File: src/bpu_pkg.sv
package bpu_pkg;

    localparam int XLEN = 32;

    typedef logic [XLEN-1:0] addr_t;  // pc or target
    typedef logic [31:0]     inst_t;  // raw instruction word
    typedef logic [1:0]      ctr_t;   // msb set means predict taken
    typedef logic [4:0]      reg_idx_t;

    localparam ctr_t CTR_RESET = 2'd1;  // weakly not taken
    localparam ctr_t CTR_MAX   = 2'd3;
    localparam ctr_t CTR_MIN   = 2'd0;

    // opcode field, inst[6:0]
    localparam logic [6:0] OPC_BRANCH = 7'b1100011;
    localparam logic [6:0] OPC_JAL    = 7'b1101111;
    localparam logic [6:0] OPC_JALR   = 7'b1100111;

    localparam reg_idx_t REG_X0 = 5'd0;
    localparam reg_idx_t REG_RA = 5'd1;  // link register x1

    typedef enum logic [2:0] {
        CLS_OTHER  = 3'd0,
        CLS_BRANCH = 3'd1,
        CLS_JAL    = 3'd2,
        CLS_JALR   = 3'd3,
        CLS_RET    = 3'd4   // jalr x0, 0(x1)
    } inst_class_e;

    typedef struct packed {
        addr_t pc;
        inst_t inst;
    } fetch_t;

    // resolved branch from execute
    typedef struct packed {
        logic  valid;
        logic  taken;
        addr_t pc;
        addr_t target;
        inst_t inst;
    } ex_update_t;

    typedef struct packed {
        logic  is_ctrl;
        logic  taken;
        addr_t target;
    } prediction_t;

    // shared by the btb lookup and the ras top
    typedef struct packed {
        logic  hit;
        addr_t target;
    } target_rd_t;

    typedef struct packed {
        logic  push;
        logic  pop;
        addr_t push_data;
    } ras_cmd_t;

endpackage

File: src/bimodal_bht.sv
module bimodal_bht #(
    parameter int BHT_ENTRIES = 512
) (
    input  logic                clk,
    input  logic                rst,
    input  bpu_pkg::addr_t      lookup_pc_i,
    input  bpu_pkg::ex_update_t ex_upd_i,
    output bpu_pkg::ctr_t       ctr_o
);

    localparam int IDX_W = $clog2(BHT_ENTRIES);

    typedef logic [IDX_W-1:0] idx_t;

    bpu_pkg::ctr_t ctr_q [BHT_ENTRIES];
    idx_t          rd_idx;
    idx_t          wr_idx;
    bpu_pkg::ctr_t wr_old;

    // halfword aligned index, bit 0 dropped
    assign rd_idx = lookup_pc_i[IDX_W:1];
    assign wr_idx = ex_upd_i.pc[IDX_W:1];
    assign wr_old = ctr_q[wr_idx];

    assign ctr_o = ctr_q[rd_idx];

    always_ff @(posedge clk or posedge rst) begin
        if (rst) begin
            for (int i = 0; i < BHT_ENTRIES; i++) begin
                ctr_q[i] <= bpu_pkg::CTR_RESET;
            end
        end else if (ex_upd_i.valid) begin
            if (ex_upd_i.taken) begin
                if (wr_old != bpu_pkg::CTR_MAX) begin
                    ctr_q[wr_idx] <= wr_old + 2'd1;
                end
            end else if (wr_old != bpu_pkg::CTR_MIN) begin
                ctr_q[wr_idx] <= wr_old - 2'd1;  // saturates at 0
            end
        end
    end

endmodule

File: config.mk
export PLATFORM = sky130hd
export DESIGN_NAME = bimodal_bht
export DESIGN_NICKNAME = d
export VERILOG_FILES = /design/src/bpu_pkg.sv /design/src/bimodal_bht.sv
export SDC_FILE = /design/constraint.sdc
export NUM_CORES = 2
export LEC_CHECK = 0
export BUFFER_PORTS_ARGS = -buffer_cell sky130_fd_sc_hd__clkbuf_2
export CELL_PAD_IN_SITES_DETAIL_PLACEMENT = 1
export CELL_PAD_IN_SITES_GLOBAL_PLACEMENT = 2
export CORE_MARGIN = 4
export CORE_UTILIZATION = 25
export DETAILED_ROUTE_END_ITERATION = 8
export PLACE_DENSITY = 0.6
export SYNTH_ARGS = -nofsm -noshare
export SYNTH_HDL_FRONTEND = slang
export SYNTH_SLANG_ARGS = --single-unit
File: constraint.sdc
create_clock -name clk -period 27.5 [get_ports clk]
set_clock_uncertainty 0.15 [all_clocks]
set_input_delay 1.375 -clock clk [delete_from_list [all_inputs] [get_ports clk]]
set_output_delay 1.375 -clock clk [all_outputs]
set_load 0.02 [all_outputs]
After elaboration in Yosys (flattened, before gate mapping)
Index checks and enable logic that the tools add are counted.

Output and inout port bits: 2. Register bits: 1024.

Eq/ne operators: 2. Reduce and logical (&&, ||, !) cells: 4. Bitwise logic cells: 2. Order comparisons: 3. Multiplexer cells: 13. Add/subtract/negate cells: 2.

Operator list (count): $mux W1024 (3); $bwmux W1024 (2); $bmux W2 S9 (2); $ge A10 B10 Y1 const B (2); $not A9 Y10 (2); $demux W2 S9 (1); $lt A10 B1 Y1 const B (1); $mux W2 (5); $reduce_bool A2 Y1 (2); $reduce_and A3 Y1 (1); $add A2 B1 Y2 const B (1); $ne A2 B1 Y1 const B (1); $ne A2 B2 Y1 const B (1); $sub A2 B1 Y2 const B (1); $logic_and A1 B1 Y1 (1).

Longest topological paths before layout
Depth in word-level cells: 8. Gate-level depth with buffers: 25.

Worst setup path after synthesis
No wires, ideal clock.

Path type: input port to flip-flop. Start point: input ex_upd_i[66] (netlist name). End point: register ctr_q[1005] (netlist name). Cell stages on the path: 20. Path slack: 21067 ps. Setup time: 135 ps. Arrival: 6148 ps. Buffers on the path: 8. Path through: buf_4 > buf_2 > buf_2 > buf_1 > mux4_2 > mux4_2 > nand2_1 > nand4_2 > buf_2 > a211o_1 > or4_1 > ha_1 > mux2i_1 > nand4_1 > or2_2 > clkbuf_1 > clkbuf_1 > clkbuf_1 > o21ai_0 > o31ai_1.

Longest elaborated chain between the ends: 8. Elaborated cells on any way between the ends: 21.

RTL lines: start, declared (RTL line bimodal_bht.sv:7) `input bpu_pkg::ex_update_t ex_upd_i,`; $not A9 Y10 (not written as such) (*) (RTL line bimodal_bht.sv:23, bimodal_bht.sv:35, bimodal_bht.sv:38); $bmux W2 S9, or another cell as far along (RTL line bimodal_bht.sv:23) `assign wr_old = ctr_q[wr_idx];`; $mux W2 (not written as such) or $logic_and A1 B1 Y1 (tied branches) (RTL line bimodal_bht.sv:23, bimodal_bht.sv:35, bimodal_bht.sv:38); $mux W2 (on tied branches) (RTL line bimodal_bht.sv:23, bimodal_bht.sv:35, bimodal_bht.sv:38); $sub A2 B1 Y2, or another cell as far along (RTL line bimodal_bht.sv:38) `ctr_q[wr_idx] <= wr_old - 2'd1;`; $bwmux W1024 (on tied branches) (RTL line bimodal_bht.sv:38, bimodal_bht.sv:35); $mux W1024 (on tied branches) (RTL line bimodal_bht.sv:37, bimodal_bht.sv:34); $mux W1024 (RTL line bimodal_bht.sv:33) `if (ex_upd_i.taken) begin`; end signal, assigned by index (RTL line bimodal_bht.sv:30) `ctr_q[i] <= bpu_pkg::CTR_RESET;`; end signal, assigned by index (RTL line bimodal_bht.sv:35) `ctr_q[wr_idx] <= wr_old + 2'd1;`; end signal, assigned by index (RTL line bimodal_bht.sv:38); end, declared (RTL line bimodal_bht.sv:15) `bpu_pkg::ctr_t ctr_q [BHT_ENTRIES];`.

Mark *: on every way between the ends. The rest lies on a longest branch, timed or not. The select of a mux whose other input is x is not followed. A chain may end at the register's enable or synchronous reset.

Worst setup path after layout
Start point: input ex_upd_i[66] (netlist name). End point: register ctr_q[119] (netlist name).

The elaborated chain is that of the path after synthesis.

==> results.json <==
{
  "synth_cells": 5345,
  "clock_path_buffers": 3,
  "gr-usage-all-layers_pct": 21.0,
  "leakage_nw": 23.4,
  "io_pins": 134,
  "fmax_mhz": 106,
  "cts_tree": "yes",
  "die_w_um": 482,
  "hold_class": "reg -> reg",
  "power_frac_comb_pct": 11.6,
  "dp_hpwl_um": 155000,
  "coreArea_um2": 223000,
  "status": "finished clean",
  "utilization_pct": 28.7,
  "overflow": 0,
  "p_per_area_nw_per_um2": 60.7,
  "vias": 45107,
  "drt_first_pass_iters": 5,
  "synth_edf_count": 0,
  "max-slew-margin-rel_pct": 15.9,
  "ctsHoldBuffers": 0,
  "yosysSeqAreaShare_pct": 46.8,
  "synth_nets": 5479,
  "fin_crit_sh_pct": 34.3,
  "clock_latency_ns": 0.80,
  "drcViolationCount": 0,
  "critPathKind": "in -> reg",
  "synthFlopType": "dfstp_2",
  "cp-start-kind": "input pin",
  "synth_top_cells_by_count": "1,228 x nand2_1, 1,032 x o21ai_0, 512 x dfrtp_1, 512 x dfstp_2, 400 x mux4_2",
  "synthMostInstantiatedCell": "nand2_1",
  "required_ns": 27.96,
  "crit_chain": "buf_8 > buf_4 > buf_12 > mux4_2 > mux4_2 > a22o_1 > a221oi_2 > nand4_4 > a211o_1 > or4_1 > ha_1 > mux2i_1 > nand4_1 > nor3_2 > buf_4 > nand2_1 > nand2_1 > o21ai_0",
  "setup_tns_ns": 0,
  "synth_top_area_share_pct": 24.0,
  "critPathCaptureType": "flip-flop",
  "via_per_inst": 5.45,
  "fin_nets": 5322,
  "drive_above_1_share_pct": 25.5,
  "grt_max_degree": 188,
  "totalWireLength_um": 246000,
  "swShare_pct": 28.4,
  "synth_seq_cells": 1024,
  "worstHoldPathCells": 2,
  "drv_cap": 0,
  "cts_resized": 0,
  "netlist.top_cell.by_area": "dfstp_2",
  "worst_pin_slew_ns": 1.26,
  "clkPwrFrac_pct": 46.7,
  "ir_worst_vdd_mv": 0.0629,
  "drv_slew": 0,
  "p_int_mw": 2.78,
  "max_stage_delay_ns": 0.90,
  "final_hold_viol_count": 0,
  "die_h_um": 482,
  "p_sw_mw": 1.10,
  "root_buffer": "clkbuf_16",
  "finalCriticalPeriod_ns": 9.43,
  "place.gp.congestion": 0.829,
  "grt_pass1_vias": 46176,
  "grt_pass1_wl_um": 355000,
  "ant_nets": 0,
  "slowest_stage": "buf_4",
  "dieArea_um2": 232000,
  "syn_to_final_growth_pct": 14.0,
  "placed_cells": 8028,
  "cp.arrival_ns": 9.89,
  "synth.yosys.warnings": 0,
  "htree_levels": 4,
  "clock-sinks": 1024,
  "rsz0062_at_grt": "false",
  "synth_area_leaders": "dfstp_2 24%, dfrtp_1 23%, mux4_2 16%",
  "antenna_found_initial": 18,
  "path_clk_slew_ns": 0.05,
  "io_buffer_count": 23,
  "synth_area_per_cell_um2": 10.5,
  "start_util_pct": 25.2,
  "rows": 173,
  "cp_max_fo": 81,
  "rr_worst_depth": 15,
  "ys_async_sr_fraction_pct": 100,
  "post_synth_instance_area_um2": 56100,
  "postCtsSetupRepairBufs": 0,
  "yosys.cell_types.count": 62,
  "setup_viol": 0,
  "wl_per_cell_um": 29.7,
  "cts-buffers-inserted": 133,
  "pwr-share-seq_pct": 41.7,
  "whs_ns": 0.335,
  "instances_no_fill": 8279,
  "drt_iter0_markers": 3576
}
[cell type report]
type	count	area, um2
fill	24696	159000
multi-input combinational	3846	28100
sequential	1024	26300
clock buffer	205	3980
tap	2975	3720
timing repair buffer	173	1400
clock inverter	40	490
inverter	10	43.8
antenna	6	15.0
[routing by layer]
metal	up-vias	routed length, um	GRT usage, %
li1	19582	-	-
met4	4	8070	6.86
met5	-	25	0
met2	1203	115000	33.7
met1	23976	110000	28.8
met3	342	13100	3.33
[cells by family after synthesis]
group / synth area share, %
fa+ha+maj: 0.0446
simple gates: 10.7
flops: 46.8
mux: 22.0
xor+xnor: 0.0312
buf+inv: 3.54
compound gates: 16.9
[power groups by stage]
stage / Combinational (mW) / Sequential (mW) / Clock [mW]
final: 0.451 / 1.62 / 1.81
after global routing: 0.480 / 1.62 / 1.92
after CTS: 0.455 / 1.62 / 1.86
after detailed placement: 0.454 / 1.64 / 0
after global placement: 0.450 / 1.64 / 0
after floorplan: 0.273 / 1.63 / 0
[final timing paths]
check	start	to	slack, ns
worst max-delay path	ex_upd_i[66]	ctr_q[119]	18.07
worst min-delay path	flip-flop	flip-flop	0.34
worst max register to register	flip-flop	ctr_q[119]	20.06
worst min register to register	flip-flop	flip-flop	0.34
max in group asynchronous	rst	ctr_q[483]	23.38
min in group asynchronous	rst	ctr_q[153]	0.42
[critical path, delay by kind of cell]
| kind | cells | cell delay, ns |
|---|---|---|
| fa+ha+maj | 1 | 0.19 |
| compound gates | 4 | 1.24 |
| mux | 3 | 1.41 |
| simple gates | 6 | 2.88 |
| buf+inv | 4 | 2.61 |
[layout by cell type (no fill, tap or decap), types with 19 or more instances in the layout]
cell type	count
nand2_1	1227
o21ai_0	1032
dfstp_2	512
dfrtp_1	512
mux4_2	400
mux2i_1	314
o31ai_1	222
buf_4	144
clkbuf_16	137
o221ai_1	113
nor2_1	92
a21oi_1	80
o22ai_1	47
nor3_1	47
clkbuf_1	38
clkbuf_8	30
a211oi_1	21
nand3_1	20
clkinv_2	19
[metrics by stage]
stage	area [um2]	total power, mW	setup slack [ns]
after CTS	64000	3.93	18.05
final	64000	3.88	18.07
after detailed placement	59500	2.10	17.22
after global placement	59500	2.09	17.24
after floorplan	56100	1.90	12.28
after global routing	64000	4.02	17.83
No activity file was read; power rests on OpenSTA's default activity.
