--- src/bpu_pkg.sv ---
package bpu_pkg;

    localparam int XLEN = 32;

    typedef logic [XLEN-1:0] addr_t;  // pc or target
    typedef logic [31:0]     inst_t;  // raw instruction word
    typedef logic [1:0]      ctr_t;   // msb set means predict taken
    typedef logic [4:0]      reg_idx_t;

    localparam ctr_t CTR_RESET = 2'd1;  // weakly not taken
    localparam ctr_t CTR_MAX   = 2'd3;
    localparam ctr_t CTR_MIN   = 2'd0;

    // opcode field, inst[6:0]
    localparam logic [6:0] OPC_BRANCH = 7'b1100011;
    localparam logic [6:0] OPC_JAL    = 7'b1101111;
    localparam logic [6:0] OPC_JALR   = 7'b1100111;

    localparam reg_idx_t REG_X0 = 5'd0;
    localparam reg_idx_t REG_RA = 5'd1;  // link register x1

    typedef enum logic [2:0] {
        CLS_OTHER  = 3'd0,
        CLS_BRANCH = 3'd1,
        CLS_JAL    = 3'd2,
        CLS_JALR   = 3'd3,
        CLS_RET    = 3'd4   // jalr x0, 0(x1)
    } inst_class_e;

    typedef struct packed {
        addr_t pc;
        inst_t inst;
    } fetch_t;

    // resolved branch from execute
    typedef struct packed {
        logic  valid;
        logic  taken;
        addr_t pc;
        addr_t target;
        inst_t inst;
    } ex_update_t;

    typedef struct packed {
        logic  is_ctrl;
        logic  taken;
        addr_t target;
    } prediction_t;

    // shared by the btb lookup and the ras top
    typedef struct packed {
        logic  hit;
        addr_t target;
    } target_rd_t;

    typedef struct packed {
        logic  push;
        logic  pop;
        addr_t push_data;
    } ras_cmd_t;

endpackage

--- src/bpu_ctrl.sv ---
module bpu_ctrl (
    input  bpu_pkg::fetch_t      fetch_i,
    input  bpu_pkg::ex_update_t  ex_upd_i,
    input  logic                 id_push_i,
    input  logic                 stall_i,
    input  bpu_pkg::addr_t       id_push_data_i,
    input  bpu_pkg::ctr_t        ctr_i,
    input  bpu_pkg::target_rd_t  btb_rd_i,
    input  bpu_pkg::target_rd_t  ras_top_i,
    output bpu_pkg::addr_t       lookup_pc_o,
    output bpu_pkg::ras_cmd_t    ras_cmd_o,
    output bpu_pkg::prediction_t pred_o
);

    function automatic bpu_pkg::inst_class_e classify(input bpu_pkg::inst_t inst);
        bpu_pkg::inst_class_e cls;
        cls = bpu_pkg::CLS_OTHER;
        case (inst[6:0])
            bpu_pkg::OPC_BRANCH: cls = bpu_pkg::CLS_BRANCH;
            bpu_pkg::OPC_JAL:    cls = bpu_pkg::CLS_JAL;
            bpu_pkg::OPC_JALR: begin
                // plain return: rd x0, rs1 x1, zero offset
                if (inst[11:7] == bpu_pkg::REG_X0 && inst[19:15] == bpu_pkg::REG_RA &&
                    inst[31:20] == 12'd0) begin
                    cls = bpu_pkg::CLS_RET;
                end else begin
                    cls = bpu_pkg::CLS_JALR;
                end
            end
            default: cls = bpu_pkg::CLS_OTHER;
        endcase
        return cls;
    endfunction

    bpu_pkg::inst_class_e fetch_cls;
    bpu_pkg::inst_class_e ex_cls;
    bpu_pkg::inst_t       inst;
    bpu_pkg::addr_t       pc;
    bpu_pkg::addr_t       pc_plus4;
    bpu_pkg::addr_t       b_imm;
    bpu_pkg::addr_t       j_imm;
    logic                 ex_links_ra;  // ex jalr reads x1

    assign inst      = fetch_i.inst;
    assign pc        = fetch_i.pc;
    assign pc_plus4  = pc + bpu_pkg::addr_t'(4);
    assign fetch_cls = classify(inst);
    assign ex_cls    = classify(ex_upd_i.inst);

    // sign extended offsets
    assign b_imm = {{(bpu_pkg::XLEN-12){inst[31]}}, inst[7], inst[30:25], inst[11:8], 1'b0};
    assign j_imm = {{(bpu_pkg::XLEN-20){inst[31]}}, inst[19:12], inst[20], inst[30:21], 1'b0};

    assign lookup_pc_o = pc;  // same index source for bht and btb

    assign ex_links_ra = (ex_cls == bpu_pkg::CLS_JALR || ex_cls == bpu_pkg::CLS_RET) &&
                         ex_upd_i.inst[19:15] == bpu_pkg::REG_RA;

    assign ras_cmd_o.push      = id_push_i && !stall_i;
    assign ras_cmd_o.pop       = ex_upd_i.valid && ex_upd_i.taken && ex_links_ra;
    assign ras_cmd_o.push_data = id_push_data_i;

    always_comb begin
        pred_o.is_ctrl = 1'b0;
        pred_o.taken   = 1'b0;
        pred_o.target  = pc_plus4;
        case (fetch_cls)
            bpu_pkg::CLS_RET: begin
                pred_o.is_ctrl = 1'b1;
                if (ras_top_i.hit) begin
                    pred_o.taken  = 1'b1;
                    pred_o.target = ras_top_i.target;
                end else if (btb_rd_i.hit) begin  // empty stack, fall back to btb
                    pred_o.taken  = 1'b1;
                    pred_o.target = btb_rd_i.target;
                end
            end
            bpu_pkg::CLS_JAL: begin
                pred_o.is_ctrl = 1'b1;
                pred_o.taken   = 1'b1;
                pred_o.target  = btb_rd_i.hit ? btb_rd_i.target : pc + j_imm;
            end
            bpu_pkg::CLS_BRANCH, bpu_pkg::CLS_JALR: begin
                pred_o.is_ctrl = 1'b1;
                pred_o.taken   = ctr_i[1];
                if (ctr_i[1]) begin
                    if (btb_rd_i.hit) begin
                        pred_o.target = btb_rd_i.target;
                    end else if (fetch_cls == bpu_pkg::CLS_BRANCH) begin
                        pred_o.target = pc + b_imm;
                    end
                end
            end
            default: ;
        endcase
    end

    // counter and btb state must never steer a non-control fetch
    always_comb begin
        assert final (inst[6:0] inside {bpu_pkg::OPC_BRANCH, bpu_pkg::OPC_JAL,
                                        bpu_pkg::OPC_JALR} ||
                      !(pred_o.is_ctrl || pred_o.taken))
            else $error("taken prediction for non-control instruction");
    end

endmodule

--- config.mk ---
export PLATFORM = sky130hd
export DESIGN_NAME = bpu_ctrl
export DESIGN_NICKNAME = d
export VERILOG_FILES = /design/src/bpu_pkg.sv /design/src/bpu_ctrl.sv
export SDC_FILE = /design/constraint.sdc
export NUM_CORES = 1
export LEC_CHECK = 0
export BUFFER_PORTS_ARGS = -buffer_cell sky130_fd_sc_hd__buf_2
export CORE_AREA = 5 5 137 139
export DETAILED_ROUTE_END_ITERATION = 16
export DIE_AREA = 0 0 142 144
export PLACE_DENSITY = 0.69
export SLEW_MARGIN = 15
export SYNTH_ARGS = -nofsm -noshare
export SYNTH_HDL_FRONTEND = slang
export SYNTH_SLANG_ARGS = --single-unit
--- constraint.sdc ---
create_clock -name vclk -period 3.39
set_input_delay 0.678 -clock vclk [all_inputs]
set_output_delay 0.678 -clock vclk [all_outputs]
set_load 0.01 [all_outputs]
* Word level (Yosys, flattened, before mapping)
Index checks and enable logic that the tools add are counted.
** Storage, ports and cells
- Bits in registers :: 0
- Latch bits :: 0
- Bits in writable memories :: 0
- Bits in read-only memories :: 0
- Input port bits :: 264
- Output and inout port bits :: 100
- Memories :: 0
** Operators by class
- Add/subtract/negate cells :: 3
- Multiply operators :: 0
- Divide/modulo/power cells :: 0
- Magnitude comparators :: 0
- Equality and inequality tests :: 14
- Shift-type cells :: 0
- Multiplexer cells :: 11
- Bitwise logic cells :: 0
- Reduce and logical (&&, ||, !) cells :: 15
** Operator list (count)
- $mux W32 :: 4
- $pmux W34 S3 :: 1
- $mux W33 :: 2
- $add A32 B32 Y32 :: 2
- $eq A7 B7 Y1 const B :: 6
- $add A32 B3 Y32 const B :: 1
- $logic_not A12 Y1 :: 2
- $pmux W3 S3 :: 2
- $eq A5 B1 Y1 const B :: 2
- $logic_not A5 Y1 :: 2
- $eq A3 B2 Y1 const B :: 3
- $logic_and A1 B1 Y1 :: 8
- $eq A3 B3 Y1 const B :: 2
- $mux W3 :: 2
- $eq A3 B1 Y1 const B :: 1
- $reduce_or A2 Y1 :: 1
- $logic_not A1 Y1 :: 1
- $logic_or A1 B1 Y1 :: 1

* Longest topological paths before layout
Gate-level depths: netlist (run 1).
- Depth in word-level cells :: 10
- Mapped depth :: 12
- Gate-level depth less buffers :: 12

* Least setup slack after synthesis (run 1)
No wires, ideal clock.
- Path type :: input -> output
- Start point :: input port fetch_i[31] (netlist bit)
- End point :: output port pred_o[29] (netlist bit)
- Arrival :: 2954 ps
- Data required time :: 2712 ps
- Setup slack :: -242 ps
- Stages :: 10
- Cells stage by stage :: ha_1 -> a21o_1 -> a211o_1 -> o21ai_1 -> nand2_1 -> a31oi_1 -> mux2_2 -> a2bb2oi_2 -> a31oi_1 -> a2bb2oi_1
** RTL lines
- from (decl) :: line bpu_ctrl.sv:2 : input bpu_pkg::fetch_t fetch_i,
- to (decl) :: line bpu_ctrl.sv:12 : output bpu_pkg::prediction_t pred_o

==> qor.yml, run 1 <==
die_y_um: 144
drv_slew: 0
start_util: 0.342
synth_fp_nets: 1223
synthToLayoutAreaGrowth_pct: 82.1
fin_setup_tns_ps: -11340
synthTopCellsByCount: "a21oi_1 (87), nand2_1 (85), nor2_1 (84)"
antenna_cells: 0
syn_inst: 913
status: "complete, but fails checks"
grt_pass1_wl_um: 49600
drv_cap: 0
fin_nets: 1681
critical_path.endpoint_type: "output port"
grt_max_degree: 38
clkbuf_count: 0
antenna_found_initial: 0
fin_area_um2: 10900
violations: "negative setup slack"
setup_ws_ps: -568
ios: 364
fill_cells: 1486
die_area_um2: 20400
grt_pass1_vias: 9237
synth_top_area_share: 0.0918
core_um2: 17500
seq_area_frac_synth: 0
worstPathArrival_ps: 3280
dr.first_iter.drc_count: 1137
postRouteAntennaNets: 0
die_w_um: 142
dpl.hpwl_um: 26000
yosys-top-cells-area: "ha_1 (9.2%), buf_4 (8.0%), a21oi_1 (7.3%), xor2_1 (6.1%), nand2_1 (5.3%)"
seqCellArea_um2: 0
grt_use_total: 0.305
place_area_um2: 9050
first_pass_iters: 6
hold_violations: 0
placement.io_buffers: 215
grt_setup_unrepaired: "yes"
avgSynthCellArea_um2: 6.57
drive_gt1_frac: 0.551
crit_fanout: 4
fin_crit_ps: 3960
rows: 49
worst-setup-path-type: "in2out"
via_count: 9618
min_path_type: "in2out"
avgRoutedWirePerCell_um: 22.3
maxSlewHeadroom: 0.684
worst_slew_pin_slew_ps: 469
yosysTopAreaCell: "ha_1"
wl_um: 35600
setup_viol: 32
power_leakage_nw: 5.09
drt-vias-per-instance: 6.02
yosysWarnings: 0
design.seq.count: 0
period_share: 1.17
synth_cell_types: 84
fmax_mhz: 253
synth.most_common_cell: "a21oi_1"
p_per_area_nw_per_um2: 158
place.gp.congestion: 1.00
vdd_drop_max_mv: 0.0921
synth.cell_area_um2: 6000
cp.required_ps: 2710
start_kind: "input port"
drc: 0
overflow: 0
[area by class of cell]
class | instances | area, µm² | share of cell area
multi-input combinational | 772 | 6420 | 0.588
timing repair buffer | 570 | 4100 | 0.376
inverter | 27 | 101 | 0.00928
tap | 229 | 287 | 0.0262
[what timing repair did]
action                                  4_1_cts  5_1_grt
resized for setup                           204       88
hold buffers                                  0        0
endpoints found under the setup margin       32       31
setup buffers                                40       29
pin swaps                                   112       81
cloned                                        0        0
[cells by family (layout without fill, tap and decap cells)]
| family | after synthesis | in the layout | share of synthesized area |
|---|---|---|---|
| AO/OA/AOI/OAI | 336 | 336 | 0.383 |
| multiplexers | 18 | 18 | 0.0307 |
| XOR/XNOR | 76 | 76 | 0.111 |
| AND/OR/NAND/NOR | 296 | 296 | 0.243 |
| buffers and inverters | 141 | 597 | 0.134 |
| adder cells (fa/ha/maj) | 46 | 46 | 0.0985 |
[per-stage QoR]
stage | util | hold slack (ps) | setup slack, ps | power [W] | cells
2_1_floorplan | - | 1400 | -80.3 | 0.000717 | 913
3_3_place_gp | 0.516 | 1360 | -805 | 0.00128 | 1540
3_5_place_dp | 0.516 | 1360 | -816 | 0.00130 | 1540
4_1_cts | 0.588 | 1360 | -550 | 0.00153 | 1577
5_1_grt | 0.623 | 1360 | -634 | 0.00181 | 1598
6_report | 0.623 | 1360 | -568 | 0.00172 | 1598
[worst max-delay path, cell delays in order]
cell and delay [ps]:
buf_8 110, buf_6 130, ha_4 240, a21o_1 140, a21oi_2 80, o21ai_2 260, a31oi_4 140, buf_6 150
buf_6 110, buf_6 100, o41ai_2 190, buf_4 170, xor2_2 80, a211oi_2 230, nor3_1 70, a211o_1 240
buf_2 150
[per-layer routing]
layer  vias up  routed length [µm]  GRT usage
li1       4264                   -          -
met1      4433               13400      0.386
met2       727               15800      0.487
met3       192                4260     0.0741
met4         2                2140      0.140
met5         -                  55     0.0215
[layout by cell type, fill, tap and decap left out, types with 10 or more instances in the layout]
cell type,instances
buf_6,42
nor3_1,15
a21o_1,29
nand4_1,17
buf_4,309
nand3_1,21
xor2_1,37
ha_4,24
nor2_1,75
a21oi_2,24
xnor2_1,29
o21ai_0,32
mux2i_1,15
nand2_1,79
o21ai_1,19
buf_2,202
o211ai_1,16
and3_1,10
o221ai_1,10
a21oi_1,58
ha_1,19
inv_1,25
nand2b_1,11
[power by group]
part / leakage [nW] / internal (W) / switching (W)
combinational: 5.09 / 0.000834 / 0.000888
clock: 0 / 0 / 0
sequential: 0 / 0 / 0
[worst paths after layout]
kind | slack [ps] | startpoint | endpoint | depth (start not counted)
worst max-delay path | -570 | fetch_i[34] | pred_o[16] | 17
worst min-delay path | 1360 | id_push_data_i[7] | ras_cmd_o[7] | 0
No activity file was read; power rests on OpenSTA's default activity.
==> inputs of run 2 (changes only) <==
SETUP_SLACK_MARGIN = 0.4   (was default)
==> run 2 against run 1 <==
The run still ends with negative setup slack left. Power shrank 4.6%. Wire length shrank 8.5%. Core utilization shrank 0.83 points. Combinational power shrank 5%. Largest power group unchanged. Final area shrank 1.3%. Sequential share of layout area is the same.
==> qor.yml, run 2 (synthesis results as in run 1) <==
max_stage_delay_ps: 380
fin_util: 0.614
setup_ws_ps: -507
cp.required_ps: 2710
cp.depth: 15
crit_fanout: 4
start_kind: "input port"
worst-setup-path-type: "in2out"
worstPathArrival_ps: 3220
hold_buffers: 0
grt_pass1_wl_um: 46700
grt_max_degree: 64
fill_cells: 1575
placement.io_buffers: 215
setup_viol: 29
drv_slew: 0
final_common_cell: "buf_4"
critPathSlowestCell: "o31a_4"
grt_use_total: 0.285
violations: "negative setup slack"
worst_slew_pin_slew_ps: 580
drt-vias-per-instance: 5.85
postRouteAntennaNets: 0
grt_pass1_vias: 8768
die_y_um: 144
status: "complete, but fails checks"
wl_um: 32600
fin_nets: 1661
drc: 0
place.gp.congestion: 1.03
path_buf_inv: 5
placed_cells: 1536
power_w: 0.00164
vdd_drop_max_mv: 0.0772
clkbuf_count: 0
hold_violations: 0
drv_cap: 0
grt_setup_unrepaired: "yes"
place_area_um2: 9310
fmax_mhz: 257
rows: 49
antenna_cells: 0
fin_area_um2: 10800
seqCellArea_um2: 0
critical_path.endpoint_type: "output port"
ios: 364
via_count: 9233
synthToLayoutAreaGrowth_pct: 79.6
dpl.hpwl_um: 25600
min_path_type: "in2out"
antenna_found_initial: 0
die_w_um: 142
power_leakage_nw: 5.03
maxSlewHeadroom: 0.611
first_pass_iters: 5
fin_crit_ps: 3900
cpMostUsedCell: "buf_6"
avgRoutedWirePerCell_um: 20.6
core_um2: 17500
hold_depth: 0
path_cells: "buf_8, buf_6, ha_4, a21o_1, a21oi_2, o21ai_4, a31oi_4, buf_6, o31a_4, buf_6, o21ai_4, xor2_1, o211ai_1, a2bb2oi_2, buf_2"
die_area_um2: 20400
start_util: 0.342
pre_cts_slack_ps: -683
crit_family: "compound AO/OA/AOI/OAI gates"
dr.first_iter.drc_count: 936
period_share: 1.15
p_per_area_nw_per_um2: 153
layoutNonFillerInstCount: 1578
drive_gt1_frac: 0.549
mostFrequentLayoutCells: "buf_4 (290), buf_2 (199), nand2_1 (78), nor2_1 (69), a21oi_1 (58)"
overflow: 0
design.seq.count: 0
## run 2: cell count changes in the layout (fill, tap and decap cells not counted), moves of 4 or more
| cell | before | now |
|---|---|---|
| a22oi_2 | 7 | 3 |
| buf_4 | 309 | 290 |
| nor2_1 | 75 | 69 |
| nor2_4 | 5 | 9 |
| ha_4 | 24 | 20 |
| a22oi_1 | 4 | 8 |
## run 2: cell type report
type | count | area, µm² | share of cell area
multi-input cells | 772 | 6410 | 0.596
repair buffers | 550 | 3970 | 0.368
well taps | 229 | 287 | 0.0266
inverters | 27 | 101 | 0.00941
## run 2: worst paths after layout
check / startpoint / to / slack (ps)
worst max-delay path: fetch_i[34] / pred_o[22] / -510
worst min-delay path: id_push_data_i[14] / ras_cmd_o[14] / 1360
## run 2: power breakdown
part           total [W]  switching [W]  internal (W)  leakage, nW
sequential             0              0             0            0
clock                  0              0             0            0
combinational    0.00164       0.000839      0.000804         5.03
total            0.00164       0.000839      0.000804         5.03
## run 2: metal layers
metal,global-route usage,part of all wire
met1,0.380,0.39
met2,0.475,0.46
met3,0.0466,0.11
met4,0.0803,0.037
met5,0,0
## run 2: per-stage QoR
stage          hold slack, ps  TNS [ps]
2_1_floorplan            1400     -74.2
3_3_place_gp             1360    -11290
3_5_place_dp             1360    -11410
4_1_cts                  1360     -6870
5_1_grt                  1360    -11700
6_report                 1360     -9330
## run 2: repair_timing
item | 4_1_cts | 5_1_grt
pin swaps | 73 | 69
resized for setup | 147 | 97
gates cloned | 0 | 0
buffers inserted | 27 | 15
endpoints found under the setup margin | 33 | 33
==> inputs of run 3 (changes only) <==
ABC_AREA = 1   (was default)
CORE_AREA = default   (was 5 5 137 139)
CORE_MARGIN = 5   (was default)
CORE_UTILIZATION = 44   (was default)
DIE_AREA = default   (was 0 0 142 144)
PLACE_DENSITY = 0.76   (was 0.69)
clock period = 4 ns   (was 3.39 ns; I/O delays follow)
==> run 3 against run 2 <==
The run now ends clean. Cell count is 28% higher. Final area is 5.4% lower. Hold slack better by 240 ps. Non-clock buffer count is 266 lower. Largest power group unchanged. Highest routed layer unchanged.
==> qor.yml, run 3 <==
wl_um: 37100
grt_pass1_wl_um: 54600
layoutNonFillerInstCount: 2015
via_count: 11043
worst-setup-path-type: "in2out"
start_kind: "input port"
ios: 364
fmax_mhz: 270
grt_pass1_vias: 10090
core_um2: 17200
crit_fanout: 3
die_y_um: 142
path_buf_inv: 3
fin_nets: 2101
yosysWarnings: 0
yosysTopAreaCell: "nand2_1"
synth_cell_types: 49
path_cells: "buf_12, ha_4, fa_2, nand2_2, nand3_4, nand3_2, nand2_2, a21oi_4, buf_4, xor2_4, nand2_1, nand3_1, nand3_1, nor2_1, nor2_1, buf_2"
drive_gt1_frac: 0.304
maxSlewHeadroom: 0.503
worstPathArrival_ps: 2900
seqCellArea_um2: 0
grt_use_total: 0.339
avgSynthCellArea_um2: 4.80
synthToLayoutAreaGrowth_pct: 32.0
setup_ws_ps: 297
start_util: 0.448
grt_max_degree: 44
period_share: 0.926
grt_setup_unrepaired: "yes"
overflow: 0
synth.most_common_cell: "nand2_1"
fin_setup_tns_ps: 0
die_area_um2: 20300
place.gp.congestion: 1.01
critical_path.endpoint_type: "output port"
synth.cell_area_um2: 7720
design.seq.count: 0
p_per_area_nw_per_um2: 128
drt-vias-per-instance: 5.48
max_stage_delay_ps: 360
mostFrequentLayoutCells: "nand2_1 (532), buf_2 (200), inv_1 (198), nor2_1 (176), nand3_1 (100)"
pre_cts_slack_ps: 16.7
synth_fp_nets: 1918
antenna_found_initial: 0
placement.io_buffers: 215
drc: 0
fin_crit_ps: 3700
clkbuf_count: 0
avgRoutedWirePerCell_um: 18.4
status: "completed"
min_path_type: "in2out"
hold_violations: 0
power_leakage_nw: 5.43
syn_inst: 1608
dr.first_iter.drc_count: 848
drv_slew: 0
hold_buffers: 0
dpl.hpwl_um: 30000
rows: 48
placed_cells: 2002
drv_cap: 0
crit_family: "simple AND/OR/NAND/NOR gates"
cp.required_ps: 3200
vdd_drop_max_mv: 0.0980
worst_slew_pin_slew_ps: 745
place_area_um2: 8850
setup_viol: 0
yosys-top-cells-area: "nand2_1 (29%), inv_1 (10%), nor2_1 (9.7%), nand3_1 (8.1%), ha_1 (7.1%)"
postRouteAntennaNets: 0
seq_area_frac_synth: 0
fin_area_um2: 10200
die_w_um: 142
critPathSlowestCell: "fa_2"
synthTopCellsByCount: "nand2_1 (593), inv_1 (205), nor2_1 (199)"
first_pass_iters: 5
final_common_cell: "nand2_1"
synth_top_area_share: 0.288
==> run 3: path summary, 6_finish.rpt <==
| kind | to | start | cells past startpoint |
|---|---|---|---|
| worst max-delay path | pred_o[11] | fetch_i[33] | 16 |
| worst min-delay path | ras_cmd_o[11] | id_push_data_i[11] | 0 |
==> run 3: what timing repair did <==
item | CTS | global route
resized for setup | 96 | 207
endpoints found under the setup margin | 22 | 31
pin swaps | 8 | 36
buffers inserted | 3 | 9
==> run 3: stage by stage <==
stage	util	total power [W]	hold WS [ps]
finish	0.591	0.00131	1600
global route	0.591	0.00141	1600
CTS	0.536	0.00113	1600
detailed placement	0.514	0.00106	1600
global placement	0.514	0.00105	1600
floorplan	-	0.000674	1650
==> run 3: cell families after synthesis <==
| logic type | synth area share |
|---|---|
| AND/OR/NAND/NOR | 0.564 |
| buffers and inverters | 0.195 |
| adder cells (fa/ha/maj) | 0.0765 |
| AO/OA/AOI/OAI | 0.132 |
| XOR/XNOR | 0.0328 |
==> run 3: cell type report <==
cell class                 count  area, µm²
tap                          225        282
antenna                        1       2.50
fill                        1808       7050
timing repair buffer         284       1710
inverter                     222        852
multi-input combinational   1283       7340
==> run 3: where the power goes <==
| group | internal [W] | total (W) | switching [W] | leakage, nW |
|---|---|---|---|---|
| sequential | 0 | 0 | 0 | 0 |
| clock | 0.0000000000214 | 0.0000000000214 | 0 | 0.00000634 |
| combinational | 0.000488 | 0.00131 | 0.000821 | 5.43 |
==> run 3: layer usage <==
| layer | global-route usage | vias up | routed length, µm |
|---|---|---|---|
| met3 | 0.0333 | 113 | 3090 |
| met1 | 0.431 | 4923 | 14600 |
| li1 | - | 5411 | - |
| met5 | 0 | - | 0 |
| met4 | 0.170 | 0 | 2350 |
| met2 | 0.570 | 596 | 17000 |
